`src/logic/uart_pkg.sv`:
```
// UART shared definitions
package uart_pkg;

    localparam int DATA_BITS     = 8;
    localparam int OVERSAMPLE    = 16;   // ticks per bit
    localparam int DIV_W         = 11;
    localparam int TX_FIFO_DEPTH = 4;    // also the initial host credits
    localparam int CREDIT_W      = 3;

    localparam logic [DIV_W-1:0] DIV_RESET = DIV_W'(325); // 9600 baud at 50 MHz

    localparam int FRAME_BITS = DATA_BITS + 2;              // start + data + stop
    localparam int FRAME_W    = $clog2(FRAME_BITS);         // bit index within a frame
    localparam int CNT_W      = $clog2(OVERSAMPLE + 1);     // tick and sample counters
    localparam int PTR_W      = $clog2(TX_FIFO_DEPTH);

    // control register bit positions
    localparam int CTRL_TX_BIT = 0;
    localparam int CTRL_RX_BIT = 1;

    typedef enum logic {
        CFG_DIVISOR = 1'b0,
        CFG_CTRL    = 1'b1
    } cfg_addr_e;

    typedef struct packed {
        logic             valid;
        cfg_addr_e        addr;
        logic [DIV_W-1:0] data;
    } cfg_wr_t;

    typedef struct packed {
        logic [DIV_W-1:0] divisor;
        logic             tx_enable;
        logic             rx_enable;
    } cfg_t;

    typedef enum logic [1:0] {
        RX_IDLE,
        RX_DATA,
        RX_STOP
    } rx_state_e;

    typedef enum logic {
        TX_IDLE,
        TX_SHIFT
    } tx_state_e;

    typedef struct packed {
        logic                 valid;
        logic [DATA_BITS-1:0] data;
        logic                 frame_err;
    } rx_byte_t;

    typedef struct packed {
        logic                 valid;
        logic [DATA_BITS-1:0] data;
    } tx_push_t;

endpackage

```
`src/logic/uart_cfg_regs.sv`:
```
// UART configuration registers
`timescale 1ns/1ps

module uart_cfg_regs (
    input  logic              clk,
    input  logic              reset_i,
    input  uart_pkg::cfg_wr_t cfg_wr_i,
    output uart_pkg::cfg_t    cfg_o,
    output logic              div_load_o
);
    import uart_pkg::*;

    cfg_t cfg_q;
    logic div_load_q;

    always_ff @(posedge clk) begin
        if (reset_i) begin
            cfg_q.divisor   <= DIV_RESET;
            cfg_q.tx_enable <= 1'b1;
            cfg_q.rx_enable <= 1'b1;
        end else if (cfg_wr_i.valid) begin
            case (cfg_wr_i.addr)
                CFG_DIVISOR: begin
                    cfg_q.divisor <= cfg_wr_i.data;
                end
                CFG_CTRL: begin
                    cfg_q.tx_enable <= cfg_wr_i.data[CTRL_TX_BIT];
                    cfg_q.rx_enable <= cfg_wr_i.data[CTRL_RX_BIT];
                end
                default: begin
                    cfg_q <= cfg_q;
                end
            endcase
        end
    end

    // restart pulse lines up with the new divisor value
    always_ff @(posedge clk) begin
        if (reset_i) begin
            div_load_q <= 1'b0;
        end else begin
            div_load_q <= cfg_wr_i.valid && (cfg_wr_i.addr == CFG_DIVISOR);
        end
    end

    assign cfg_o      = cfg_q;
    assign div_load_o = div_load_q;

endmodule

```
`src/logic/uart_baud_gen.sv`:
```
// UART baud tick generator
`timescale 1ns/1ps

module uart_baud_gen (
    input  logic                       clk,
    input  logic                       reset_i,
    input  logic [uart_pkg::DIV_W-1:0] divisor_i,
    input  logic                       div_load_i,
    output logic                       tick_o
);
    import uart_pkg::*;

    logic [DIV_W-1:0] cnt_q;
    logic             at_zero;

    assign at_zero = (cnt_q == '0);

    // period is divisor + 1 cycles
    always_ff @(posedge clk) begin
        if (reset_i) begin
            cnt_q <= '0;
        end else if (div_load_i || at_zero) begin
            cnt_q <= divisor_i;
        end else begin
            cnt_q <= cnt_q - 1'b1;
        end
    end

    assign tick_o = at_zero; // 16x oversampling strobe

endmodule

```
`src/logic/uart_rx.sv`:
```
// UART serial receiver
`timescale 1ns/1ps

module uart_rx (
    input  logic               clk,
    input  logic               reset_i,
    input  logic               tick_i,
    input  logic               rx_enable_i,
    input  logic               rx_i,
    output uart_pkg::rx_byte_t rx_o
);
    import uart_pkg::*;

    logic [1:0]           sync_q;
    logic                 line_prev_q;
    logic [CNT_W-1:0]     tick_cnt_q;
    logic [CNT_W-1:0]     high_cnt_q;
    logic [FRAME_W-1:0]   bit_idx_q;
    logic [DATA_BITS-1:0] shift_q;
    logic                 valid_q;
    logic                 ferr_q;
    rx_state_e            state_q;

    logic line;
    logic edge_seen;
    logic fall;
    logic bit_done;
    logic bit_val;

    assign line      = sync_q[1];
    assign edge_seen = line ^ line_prev_q;
    assign fall      = edge_seen && !line;

    // a late edge closes the bit, an early one only re-aligns
    assign bit_done = (tick_cnt_q == CNT_W'(OVERSAMPLE))
                   || (edge_seen && (tick_cnt_q >= CNT_W'(OVERSAMPLE / 2)));
    assign bit_val  = high_cnt_q > CNT_W'(OVERSAMPLE / 2); // majority vote

    always_ff @(posedge clk) begin
        if (reset_i) begin
            sync_q      <= 2'b11; // idle line is high
            line_prev_q <= 1'b1;
        end else begin
            sync_q      <= {sync_q[0], rx_i};
            line_prev_q <= line;
        end
    end

    always_ff @(posedge clk) begin
        if (reset_i || state_q == RX_IDLE || bit_done || edge_seen) begin
            tick_cnt_q <= '0;
            high_cnt_q <= '0;
        end else if (tick_i) begin
            tick_cnt_q <= tick_cnt_q + 1'b1;
            high_cnt_q <= high_cnt_q + CNT_W'(line);
        end
    end

    always_ff @(posedge clk) begin
        if (reset_i) begin
            state_q   <= RX_IDLE;
            bit_idx_q <= '0;
            valid_q   <= 1'b0;
        end else begin
            valid_q <= 1'b0;
            if (!rx_enable_i) begin
                state_q <= RX_IDLE;
            end else begin
                unique case (state_q)
                    RX_IDLE: begin
                        if (fall) begin
                            state_q   <= RX_DATA;
                            bit_idx_q <= '0;
                        end
                    end
                    RX_DATA: begin // index 0 is the start bit
                        if (bit_done) begin
                            if (bit_idx_q == '0 && bit_val) begin
                                state_q <= RX_IDLE; // glitch, not a start bit
                            end else if (bit_idx_q == FRAME_W'(DATA_BITS)) begin
                                state_q <= RX_STOP;
                            end
                            bit_idx_q <= bit_idx_q + 1'b1;
                        end
                    end
                    RX_STOP: begin
                        if (bit_done) begin
                            valid_q   <= 1'b1;
                            state_q   <= fall ? RX_DATA : RX_IDLE; // back-to-back start
                            bit_idx_q <= '0;
                        end
                    end
                    default: begin
                        state_q <= RX_IDLE;
                    end
                endcase
            end
        end
    end

    // start bit falls off the bottom after the eighth data bit
    always_ff @(posedge clk) begin
        if (state_q == RX_DATA && bit_done) begin
            shift_q <= {bit_val, shift_q[DATA_BITS-1:1]};
        end
        if (state_q == RX_STOP && bit_done) begin
            ferr_q <= !bit_val;
        end
    end

    always_comb begin
        rx_o.valid     = valid_q;
        rx_o.data      = shift_q;
        rx_o.frame_err = ferr_q;
    end

endmodule

```
`src/logic/uart_tx_fifo.sv`:
```
// UART transmit FIFO
`timescale 1ns/1ps

module uart_tx_fifo (
    input  logic                           clk,
    input  logic                           reset_i,
    input  uart_pkg::tx_push_t             push_i,
    input  logic                           pop_i,
    output logic [uart_pkg::DATA_BITS-1:0] head_o,
    output logic                           nonempty_o,
    output logic                           credit_o
);
    import uart_pkg::*;

    logic [DATA_BITS-1:0] mem_q [TX_FIFO_DEPTH];
    logic [PTR_W-1:0]     wr_ptr_q;
    logic [PTR_W-1:0]     rd_ptr_q;
    logic [CREDIT_W-1:0]  count_q;

    logic full;
    logic push_ok;
    logic pop_ok;

    assign full       = (count_q == CREDIT_W'(TX_FIFO_DEPTH));
    assign nonempty_o = (count_q != '0);
    assign push_ok    = push_i.valid && !full; // push without credit is dropped
    assign pop_ok     = pop_i && nonempty_o;

    always_ff @(posedge clk) begin
        if (push_ok) begin
            mem_q[wr_ptr_q] <= push_i.data;
        end
    end

    always_ff @(posedge clk) begin
        if (reset_i) begin
            wr_ptr_q <= '0;
            rd_ptr_q <= '0;
            count_q  <= '0;
        end else begin
            if (push_ok) begin
                wr_ptr_q <= (wr_ptr_q == PTR_W'(TX_FIFO_DEPTH - 1)) ? '0 : wr_ptr_q + 1'b1;
            end
            if (pop_ok) begin
                rd_ptr_q <= (rd_ptr_q == PTR_W'(TX_FIFO_DEPTH - 1)) ? '0 : rd_ptr_q + 1'b1;
            end
            case ({push_ok, pop_ok})
                2'b10:   count_q <= count_q + 1'b1;
                2'b01:   count_q <= count_q - 1'b1;
                default: count_q <= count_q;
            endcase
        end
    end

    assign head_o   = mem_q[rd_ptr_q];
    assign credit_o = pop_ok; // one credit back per byte handed to the transmitter

endmodule

```
`src/logic/uart_tx.sv`:
```
// UART serial transmitter
`timescale 1ns/1ps

module uart_tx (
    input  logic                           clk,
    input  logic                           reset_i,
    input  logic                           tick_i,
    input  logic                           tx_enable_i,
    input  logic [uart_pkg::DATA_BITS-1:0] data_i,
    input  logic                           nonempty_i,
    output logic                           pop_o,
    output logic                           tx_o
);
    import uart_pkg::*;

    tx_state_e             state_q;
    logic [CNT_W-1:0]      tick_cnt_q;
    logic [FRAME_W-1:0]    bit_cnt_q;
    logic [FRAME_BITS-1:0] frame_q;
    logic                  line_q;

    logic ready;
    logic bit_tick;

    assign ready    = (state_q == TX_IDLE) && tx_enable_i;
    assign pop_o    = ready && nonempty_i;
    assign bit_tick = tick_i && (tick_cnt_q == CNT_W'(OVERSAMPLE - 1));

    // free running, so bit boundaries never move
    always_ff @(posedge clk) begin
        if (reset_i) begin
            tick_cnt_q <= '0;
        end else if (tick_i) begin
            tick_cnt_q <= (tick_cnt_q == CNT_W'(OVERSAMPLE - 1)) ? '0 : tick_cnt_q + 1'b1;
        end
    end

    always_ff @(posedge clk) begin
        if (reset_i) begin
            state_q   <= TX_IDLE;
            bit_cnt_q <= '0;
            line_q    <= 1'b1;
        end else begin
            unique case (state_q)
                TX_IDLE: begin
                    if (pop_o) begin
                        state_q   <= TX_SHIFT;
                        bit_cnt_q <= '0;
                    end
                end
                TX_SHIFT: begin
                    if (bit_tick) begin
                        line_q    <= frame_q[0];
                        bit_cnt_q <= bit_cnt_q + 1'b1;
                        // stop bit now on the line, held until the next boundary
                        if (bit_cnt_q == FRAME_W'(FRAME_BITS - 1)) begin
                            state_q <= TX_IDLE;
                        end
                    end
                end
                default: begin
                    state_q <= TX_IDLE;
                end
            endcase
        end
    end

    always_ff @(posedge clk) begin
        if (pop_o) begin
            frame_q <= {1'b1, data_i, 1'b0}; // stop, data, start
        end else if (state_q == TX_SHIFT && bit_tick) begin
            frame_q <= {1'b1, frame_q[FRAME_BITS-1:1]};
        end
    end

    assign tx_o = line_q;

endmodule

```
`src/logic/uart_top.sv`:
```
// UART subsystem top level
`timescale 1ns/1ps

module uart_top (
    input  logic               clk,
    input  logic               reset_i,
    input  uart_pkg::cfg_wr_t  cfg_wr_i,
    input  uart_pkg::tx_push_t tx_push_i,
    input  logic               rx_i,
    output logic               tx_o,
    output logic               tx_credit_o,
    output uart_pkg::rx_byte_t rx_o
);
    import uart_pkg::*;

    cfg_t                 cfg;
    logic                 div_load;
    logic                 tick;
    logic                 pop;
    logic                 nonempty;
    logic [DATA_BITS-1:0] head;

    uart_cfg_regs u_cfg_regs (
        .clk        (clk),
        .reset_i    (reset_i),
        .cfg_wr_i   (cfg_wr_i),
        .cfg_o      (cfg),
        .div_load_o (div_load)
    );

    uart_baud_gen u_baud_gen (
        .clk        (clk),
        .reset_i    (reset_i),
        .divisor_i  (cfg.divisor),
        .div_load_i (div_load),
        .tick_o     (tick)
    );

    uart_rx u_rx (
        .clk         (clk),
        .reset_i     (reset_i),
        .tick_i      (tick),
        .rx_enable_i (cfg.rx_enable),
        .rx_i        (rx_i),
        .rx_o        (rx_o)
    );

    uart_tx_fifo u_tx_fifo (
        .clk        (clk),
        .reset_i    (reset_i),
        .push_i     (tx_push_i),
        .pop_i      (pop),
        .head_o     (head),
        .nonempty_o (nonempty),
        .credit_o   (tx_credit_o)
    );

    uart_tx u_tx (
        .clk         (clk),
        .reset_i     (reset_i),
        .tick_i      (tick),
        .tx_enable_i (cfg.tx_enable),
        .data_i      (head),
        .nonempty_i  (nonempty),
        .pop_o       (pop),
        .tx_o        (tx_o)
    );

endmodule

```
`config.mk`:
```
export PLATFORM = sky130hd
export DESIGN_NAME = uart_top
export DESIGN_NICKNAME = d
export VERILOG_FILES = /design/src/logic/uart_pkg.sv /design/src/logic/uart_cfg_regs.sv /design/src/logic/uart_baud_gen.sv /design/src/logic/uart_rx.sv /design/src/logic/uart_tx_fifo.sv /design/src/logic/uart_tx.sv /design/src/logic/uart_top.sv
export SDC_FILE = /design/constraint.sdc
export NUM_CORES = 1
export LEC_CHECK = 0
export ABC_AREA = 0
export BUFFER_PORTS_ARGS = -buffer_cell sky130_fd_sc_hd__buf_4
export CORE_UTILIZATION = 40
export DETAILED_ROUTE_END_ITERATION = 7
export PLACE_DENSITY_LB_ADDON = 0.25
export SLEW_MARGIN = 20
export SYNTH_ARGS = -nofsm -noshare
export SYNTH_HDL_FRONTEND = slang
export SYNTH_HIERARCHICAL = 1
export SYNTH_SLANG_ARGS = --single-unit
```
`constraint.sdc`:
```
create_clock -name clk -period 3.8 [get_ports clk]
set_clock_uncertainty 0.15 [all_clocks]
set_input_delay 0.95 -clock clk [delete_from_list [all_inputs] [get_ports clk]]
set_output_delay 0.95 -clock clk [all_outputs]
set_load 0.02 [all_outputs]
```
==> metrics.cfg, run 1 <==
[logic_synthesis]
synth-edff-count=49
synth.distinct_cells=69
synthArstFlopShare_pct=0
syn-cell-area_sq_mm=0.00505
yosysWarnings=6
synth_commonest_cells=dfxtp_1, edfxtp_1, nor2_1, inv_1, ha_1
synth_most_common_cell=dfxtp_1
synthFlopType=dfxtp_1
netlist_instances=413
ys_seq_area_share_pct=55.2
syn_nets=456
synth_top_cell_area_share_pct=29.1
synth_top_area_cell=edfxtp_1
syn_area_per_cell_sq_um=12.2
synth-seq-cells=115
synth_area_leaders=edfxtp_1, dfxtp_1, ha_1

[critical_path]
path_cells=or3_2, nand3b_1, clkinv_1, o31ai_1, inv_1, buf_4
worstRegToRegCells=11
worstPathArrival_ns=2.38
reg2reg_from=u_tx_fifo/count_q[1]
critPathLaunchType=flop
r2r_slack_ns=0.67
cp_num_cells=6
cp_slowest_cell=or3_2
path_max_fanout=9
cpPeakStageDelay_ns=0.48
critPathTopFamily=simple AND/OR/NAND/NOR gates
end_kind=output port
cp-startpoint=u_tx_fifo/count_q[1]
cp.required_ns=2.70
reg2reg_to=u_tx_fifo/count_q[2]
path_class=flop to output port
critical_path.endpoint=tx_credit_o
path_buf_inv=3

[timing]
hold_viol=0
min_period_over_period_pct=91.5
min_period_ns=3.48
fmaxAchievable_ghz=0.288
whs_ns=0.273
final_max_slew_viol_count=0
finalSetupViolCount=0
rsz0062_at_grt=no
tightestPinTransition_ns=0.791
fin_tns_setup_ns=0
worst_slack_ns=0.322
relSlewSlack_pct=47.2

[place]
dp.cells=603
place.gp.congestion=0.754
dpl.hpwl_mm=5.95
place_ws_ns=0.707
port_buffers=36

[drt]
drt_iter0_markers=223
vias=3245
drcViolationCount=0
first_pass_iters=5
routed_via_density=5.11
ant_nets=0
wire_per_inst_um=14.2
drt-total-wl_mm=9.00

[floorplan]
pin_count=37
core_area_sq_mm=0.0122
die_h_um=114
dieArea_sq_mm=0.0131
initial_core_util_pct=41.6
die_w_um=114
rows=40

[job]
cap_violations=0

[cts]
clock_latency_ns=0.41
ctsHoldBuffers=0
clock_sinks=115
cts_setup_buffers=0
cts_resized=0
clk_pin_slew_ns=0.05
clk_root_buffer_cell=clkbuf_16
clockBufferDepth=2
tritoncts.num_buffers=17
cts_tree=built
h-tree-depth=4

[global_routing]
grt_pass1_wl_mm=15.3
grt_max_degree=64
grt_usage_pct=15.3
antenna_found_initial=0
grt_overflow=0
grt_pass1_vias=3197

[outcome]
status=completed

[power_and_ir_drop]
power.share.sequential_pct=40.8
p_sw_share_pct=28.8
vdd_drop_max_mv=0.308
power.density_mw_per_mm2=664
p_int_mw=2.85
power_leakage_nw=2.19
combPwrFrac_pct=20.5
clkPwrFrac_pct=38.7
switching_power_mw=1.15

[final_layout]
syn_to_final_growth_pct=19.2
regArea_sq_mm=0.00279
num_antenna_cells=0
fill_cells=1071
fin_cells=635
layout.nets=497
finalCoreUtilization_pct=49.5
multi_input_area_sq_mm=0.00207
drive_gt1_share_pct=22.9

[hold_path]
hold_class=flop to flop

==> worst register-to-register path: cells and delay by family (launching register included) <==
kind | cells | cell delay [ns]
xor+xnor | 1 | 0.08
flops | 1 | 0.34
simple gates | 3 | 1.12
fa+ha+maj | 2 | 0.41
buf+inv | 3 | 0.54
compound gates | 2 | 0.42
==> worst min-delay path by stage <==
stage                           to  cells after the start           start
floorplan           u_rx/sync_q[1]                      1  u_rx/sync_q[0]
global placement    u_rx/sync_q[1]                      1  u_rx/sync_q[0]
detailed placement  u_rx/sync_q[1]                      1  u_rx/sync_q[0]
CTS                 u_rx/sync_q[1]                      1  u_rx/sync_q[0]
global route        u_rx/sync_q[1]                      1  u_rx/sync_q[0]
finish              u_rx/sync_q[1]                      1  u_rx/sync_q[0]
==> metal layers <==
| metal | part of all wire, % | track usage, % |
|---|---|---|
| met4 | 1.9 | 9.09 |
| met3 | 3.2 | 4.55 |
| met1 | 49 | 19.3 |
| met5 | 0 | 0 |
| met2 | 46 | 23.4 |
==> per-stage QoR <==
| stage | area, sq um | power (mW) |
|---|---|---|
| 2_1_floorplan | 5050 | 2.28 |
| 3_3_place_gp | 5440 | 2.45 |
| 3_5_place_dp | 5440 | 2.48 |
| 4_1_cts | 6020 | 4.04 |
| 5_1_grt | 6020 | 4.21 |
| 6_report | 6020 | 4.00 |
==> placed cells by master, fill, tap and decap left out, drive strengths merged, types with 3 or more instances in the layout <==
cell / count
a211oi: 11
a21oi: 7
a22o: 7
a31oi: 5
and3: 8
buf: 38
clkbuf: 19
clkinv: 4
clkinvlp: 4
dfxtp: 66
edfxtp: 49
ha: 17
inv: 25
mux2i: 11
mux4: 8
nand2: 11
nand2b: 15
nand3: 6
nand4: 9
nand4bb: 7
nor2: 46
nor2b: 4
nor3: 8
nor4: 3
o211ai: 3
o21ai: 11
o31ai: 3
o41ai: 3
or2: 4
or3: 4
xnor2: 6
xor2: 12
==> power by group through the flow <==
stage | clock (mW) | combinational [mW] | sequential (mW)
after floorplan | 0 | 0.681 | 1.60
after global placement | 0 | 0.795 | 1.65
after detailed placement | 0 | 0.818 | 1.66
after CTS | 1.58 | 0.823 | 1.64
after global routing | 1.64 | 0.914 | 1.66
final | 1.55 | 0.820 | 1.63
==> cell type report <==
class / count / share of cell area (%)
Sequential cell: 115 / 46.4
Multi-Input combinational cell: 260 / 34.4
Clock buffer: 19 / 7.19
Timing Repair Buffer: 38 / 4.74
Tap cell: 168 / 3.49
Clock inverter: 13 / 2.49
Inverter: 22 / 1.37
==> sequential cells by signal, indices dropped and copies added, names as in the netlist, named ones only <==
| signal | flops |
|---|---|
| u_rx/state_q | 2 |
| u_rx/tick_cnt_q | 5 |
| u_tx/tick_cnt_q | 5 |
| u_tx_fifo/mem_q | 32 |
| u_rx/sync_q | 2 |
| u_rx/valid_q | 1 |
| u_rx/bit_idx_q | 4 |
| u_cfg_regs/cfg_o | 13 |
| u_rx/high_cnt_q | 5 |
| u_tx/frame_q | 9 |
| u_rx/line_prev_q | 1 |
| u_tx/bit_cnt_q | 4 |
| u_baud_gen/cnt_q | 11 |
| u_tx_fifo/wr_ptr_q | 2 |
| u_rx/ferr_q | 1 |
| u_tx_fifo/rd_ptr_q | 2 |
| u_tx_fifo/count_q | 3 |
| u_tx/tx_o | 1 |
| u_tx/state_q | 1 |
| u_rx/shift_q | 8 |
| u_cfg_regs/div_load_o | 1 |
==> cell families after synthesis <==
group,Yosys count,synth area share [%]
compound gates,67,11.0
xor+xnor,18,3.12
fa+ha+maj,18,4.60
buf+inv,38,3.79
flops,115,55.2
mux,20,5.97
simple gates,137,16.2
No activity file was read; power rests on OpenSTA's default activity.
==> inputs of run 2 (changes only) <==
--- a/config.mk
+++ b/config.mk
@@ -7,6 +7,7 @@
 export LEC_CHECK = 0
 export ABC_AREA = 0
 export BUFFER_PORTS_ARGS = -buffer_cell sky130_fd_sc_hd__buf_4
+export CORE_ASPECT_RATIO = 2
 export CORE_UTILIZATION = 40
 export DETAILED_ROUTE_END_ITERATION = 7
 export PLACE_DENSITY_LB_ADDON = 0.25
==> metrics.cfg, run 2 (synthesis gave the netlist of run 1 again) <==
[cts]
ctsHoldBuffers=0
clock_sinks=115
cts_tree=built
clk_pin_slew_ns=0.06
clockBufferDepth=2
clk_root_buffer_cell=clkbuf_16
clock_latency_ns=0.42
h-tree-depth=4
tritoncts.num_buffers=17
cts_setup_buffers=0
cts_resized=0

[floorplan]
rows=57
core_area_sq_mm=0.0122
initial_core_util_pct=41.4
die_h_um=161
pin_count=37
dieArea_sq_mm=0.0131
die_w_um=81.5

[final_layout]
num_antenna_cells=0
syn_to_final_growth_pct=19.3
finalInstanceArea_sq_mm=0.00603
layout.nets=497
largest_reg_flops=32
regMostFlops=u_tx_fifo/mem_q
drive_gt1_share_pct=23.3
fill_cells=1098
finalCoreUtilization_pct=49.4
final_common_cell=dfxtp_1
most-common-layout-cells=dfxtp_1, edfxtp_1, nor2_1, buf_4, inv_1
fin_cells=614

[drt]
drt-total-wl_mm=9.20
drt_iter0_markers=86
vias=3281
routed_via_density=5.34
ant_nets=0
wire_per_inst_um=15.0
first_pass_iters=4
drcViolationCount=0

[timing]
rsz0062_at_grt=no
tightestPinTransition_ns=0.853
final_max_slew_viol_count=0
hold_viol=0
min_period_ns=3.49
min_period_over_period_pct=91.8
fmaxAchievable_ghz=0.287
relSlewSlack_pct=43.1
finalSetupViolCount=0
fin_tns_setup_ns=0

[power_and_ir_drop]
clkPwrFrac_pct=39.9
power.share.sequential_pct=40.1
power_leakage_nw=2.22
vdd_drop_max_mv=0.578
p_int_mw=2.87
total_power_mw=4.09
p_sw_share_pct=29.7
combPwrFrac_pct=20.1
switching_power_mw=1.21
power.density_mw_per_mm2=678

[global_routing]
grt_overflow=0
grt_pass1_vias=3448
antenna_found_initial=0
gr-usage-met3_pct=4.80
met1_usage_pct=15.7
use_met2_pct=28.3
grt.busiest_layer=met2
grt_usage_pct=15.9
grt_max_degree=64
grt_pass1_wl_mm=15.5

[place]
dp.cells=582
port_buffers=36
place_area_sq_mm=0.00542
dpl.hpwl_mm=6.43
place.gp.congestion=0.801

[critical_path]
critical_path.endpoint=tx_credit_o
path_max_fanout=9
end_kind=output port
reg2reg_from=u_tx_fifo/count_q[1]
worstPathArrival_ns=2.39
cpPeakStageDelay_ns=0.49
reg2reg_to=u_tx_fifo/count_q[2]
cp_slowest_cell=or3_2
critPathLaunchType=flop
cp-startpoint=u_tx_fifo/count_q[1]
path_class=flop to output port
path_buf_inv=3
cp_num_cells=6
cp.required_ns=2.70
r2r_slack_ns=0.63
critPathTopFamily=simple AND/OR/NAND/NOR gates
path_cells=or3_2, nand3b_1, clkinv_1, o31ai_1, inv_1, buf_4
worstRegToRegCells=11

[hold_path]
min-delay-start=u_rx/sync_q[0]
hold_class=flop to flop

[job]
cap_violations=0

[outcome]
status=completed

run 2: worst min path at each step:
| stage | cells past startpoint | slack (ns) | endpoint |
|---|---|---|---|
| after floorplan | 1 | 0.24 | u_rx/sync_q[1] |
| after global placement | 1 | 0.25 | u_rx/sync_q[1] |
| after detailed placement | 1 | 0.26 | u_rx/sync_q[1] |
| after CTS | 1 | 0.27 | u_rx/sync_q[1] |
| after global routing | 1 | 0.29 | u_rx/sync_q[1] |
| final | 1 | 0.27 | u_rx/sync_q[1] |
run 2: power by group through the flow:
stage	clock [mW]	sequential [mW]	combinational (mW)
2_1_floorplan	0	1.60	0.681
3_3_place_gp	0	1.66	0.800
3_5_place_dp	0	1.66	0.819
4_1_cts	1.67	1.64	0.830
5_1_grt	1.72	1.66	0.911
6_report	1.63	1.64	0.819
run 2: layout make-up:
| cell class | instances | area [sq um] | area share [%] |
|---|---|---|---|
| Tap cell | 147 | 184 | 3.05 |
| Inverter | 22 | 82.6 | 1.37 |
| Multi-Input combinational cell | 260 | 2070 | 34.4 |
| Clock buffer | 17 | 425 | 7.06 |
| Sequential cell | 115 | 2790 | 46.3 |
| Timing Repair Buffer | 38 | 285 | 4.73 |
| Clock inverter | 15 | 188 | 3.11 |
run 2: metal layers:
| metal | vias to the layer above | share of wire, % |
|---|---|---|
| met4 | 0 | 2.2 |
| met5 | - | 0 |
| met2 | 50 | 56 |
| li1 | 1615 | - |
| met1 | 1602 | 39 |
| met3 | 14 | 3.1 |
run 2: through the flow:
| stage | setup slack [ns] | hold WS [ns] |
|---|---|---|
| floorplan | 0.807 | 0.239 |
| global placement | 0.767 | 0.249 |
| detailed placement | 0.635 | 0.263 |
| CTS | 0.243 | 0.275 |
| global route | 0.107 | 0.289 |
| finish | 0.312 | 0.271 |
==> inputs of run 3 (changes only) <==
--- a/config.mk
+++ b/config.mk
@@ -9,6 +9,7 @@
 export BUFFER_PORTS_ARGS = -buffer_cell sky130_fd_sc_hd__buf_4
 export CORE_ASPECT_RATIO = 2
 export CORE_UTILIZATION = 40
+export CTS_CLUSTER_SIZE = 10
 export DETAILED_ROUTE_END_ITERATION = 7
 export PLACE_DENSITY_LB_ADDON = 0.25
 export SLEW_MARGIN = 20
==> constraint.sdc (replaced) <==
create_clock -name clk -period 3.8 [get_ports clk]
set_clock_uncertainty 0.15 [all_clocks]
set_input_delay 0 -clock clk [delete_from_list [all_inputs] [get_ports clk]]
set_output_delay 0 -clock clk [all_outputs]
set_load 0.02 [all_outputs]
==> metrics.cfg, run 3 (synthesis gave the netlist of run 1 again) <==
[cts]
cts_resized=0
clk_pin_slew_ns=0.06
clock_latency_ns=0.41
clk_root_buffer_cell=clkbuf_16
clockBufferDepth=2
ctsHoldBuffers=43
cts_tree=built
tritoncts.num_buffers=17
cts_setup_buffers=0
clock_sinks=115
h-tree-depth=4

[final_layout]
drive_gt1_share_pct=21.2
num_antenna_cells=0
layout.nets=540
final_common_cell=dfxtp_1
syn_to_final_growth_pct=27.4
most-common-layout-cells=dfxtp_1, edfxtp_1, nor2_1, dlygate4sd3_1, buf_4
largest_reg_flops=32
regMostFlops=u_tx_fifo/mem_q

[global_routing]
antenna_found_initial=0
grt_overflow=0
grt_pass1_wl_mm=16.1
grt_pass1_vias=3590
grt_max_degree=64
grt_usage_pct=16.3

[outcome]
status=completed

[power_and_ir_drop]
vdd_drop_max_mv=0.527
power_leakage_nw=2.37
power.density_mw_per_mm2=631

[drt]
drt-total-wl_mm=9.80
drcViolationCount=0
first_pass_iters=4
routed_via_density=5.29
wire_per_inst_um=14.9
ant_nets=0
drt_iter0_markers=97
vias=3474

[timing]
final_max_slew_viol_count=0
tightestPinTransition_ns=0.839
whs_ns=0.177
relSlewSlack_pct=44.0
finalSetupViolCount=0
fmaxAchievable_ghz=0.322
min_period_over_period_pct=81.8
fin_tns_setup_ns=0
hold_viol=0
rsz0062_at_grt=no
min_period_ns=3.11

[place]
dpl.hpwl_mm=6.46
place.gp.congestion=0.778
port_buffers=36

[hold_path]
min-delay-start=tx_push_i[1]
hold_class=primary input to flop
hold_depth=2
hold_end=u_tx_fifo/mem_q[0][1]

[critical_path]
cp.required_ns=3.98
path_class=flop to flop
cp_slowest_cell=or3_2
r2r_slack_ns=0.69
end_kind=flop
critPathLaunchType=flop
reg2reg_from=u_tx_fifo/count_q[1]
reg2reg_to=u_tx_fifo/count_q[2]
worstRegToRegCells=11
path_max_fanout=9
cpPeakStageDelay_ns=0.48
path_cells=or3_2, nand3b_1, clkinv_1, o31ai_1, inv_1, ha_1, inv_1, fa_1, xor2_1, or3_2, a21oi_1
worstPathArrival_ns=3.29

[floorplan]
die_h_um=161
pin_count=37
die_w_um=81.5
dieArea_sq_mm=0.0131
core_area_sq_mm=0.0122
initial_core_util_pct=41.4
rows=57

[job]
cap_violations=0

[run 3: changes by cell type in the layout (fill, tap and decap cells not counted), sizes merged]
| cell | delta |
|---|---|
| clkinvlp | +2 |
| dlygate4sd3 | +43 |
| clkinv | +1 |
| inv | -3 |
[run 3: layout make-up]
class / count / area (sq um)
clock inverters: 15 / 170
inverters: 22 / 82.6
multi-input cells: 260 / 2070
fillers: 1065 / 5750
repair buffers: 81 / 716
clock buffers: 17 / 425
well taps: 147 / 184
flip-flops and latches: 115 / 2790
[run 3: worst max-delay path by stage]
stage	endpoint	slack, ns	startpoint
2_1_floorplan	u_tx/frame_q[1]	0.81	u_baud_gen/cnt_q[0]
3_3_place_gp	u_tx_fifo/count_q[2]	0.84	u_tx_fifo/count_q[1]
3_5_place_dp	u_tx_fifo/count_q[2]	0.67	u_tx_fifo/count_q[1]
4_1_cts	u_tx_fifo/count_q[2]	0.67	u_tx_fifo/count_q[1]
5_1_grt	u_tx_fifo/count_q[2]	0.43	u_tx_fifo/count_q[1]
6_report	u_tx_fifo/count_q[2]	0.69	u_tx_fifo/count_q[1]
[run 3: metrics by stage]
stage	cells	worst slack, ns	util, %	cell area [sq um]	power, mW
floorplan	413	0.807	-	5050	2.28
detailed placement	582	0.666	44.4	5420	2.49
finish	657	0.690	52.8	6440	4.07
global route	657	0.427	52.8	6440	4.28
CTS	657	0.672	52.8	6440	4.11
global placement	582	0.836	44.4	5420	2.46
[run 3: report_power, final]
| group | internal, mW | switching [mW] |
|---|---|---|
| clock | 0.982 | 0.598 |
| sequential | 1.49 | 0.147 |
| combinational | 0.414 | 0.440 |
[run 3: worst max-delay path: cells and delay by family, from the launching register on]
kind	cells	cell delay, ns
simple gates	3	1.16
buf+inv	3	0.54
fa+ha+maj	2	0.40
compound gates	2	0.38
flops	1	0.34
xor+xnor	1	0.07
[run 3: layer usage]
metal | part of all wire, % | wire, um | GRT usage, % | vias up
met5 | 0 | 0 | 0 | -
met4 | 2.0 | 192 | 8.44 | 0
met3 | 2.9 | 280 | 4.69 | 13
met2 | 56 | 5500 | 30.0 | 60
met1 | 39 | 3820 | 15.6 | 1703
li1 | - | - | - | 1698
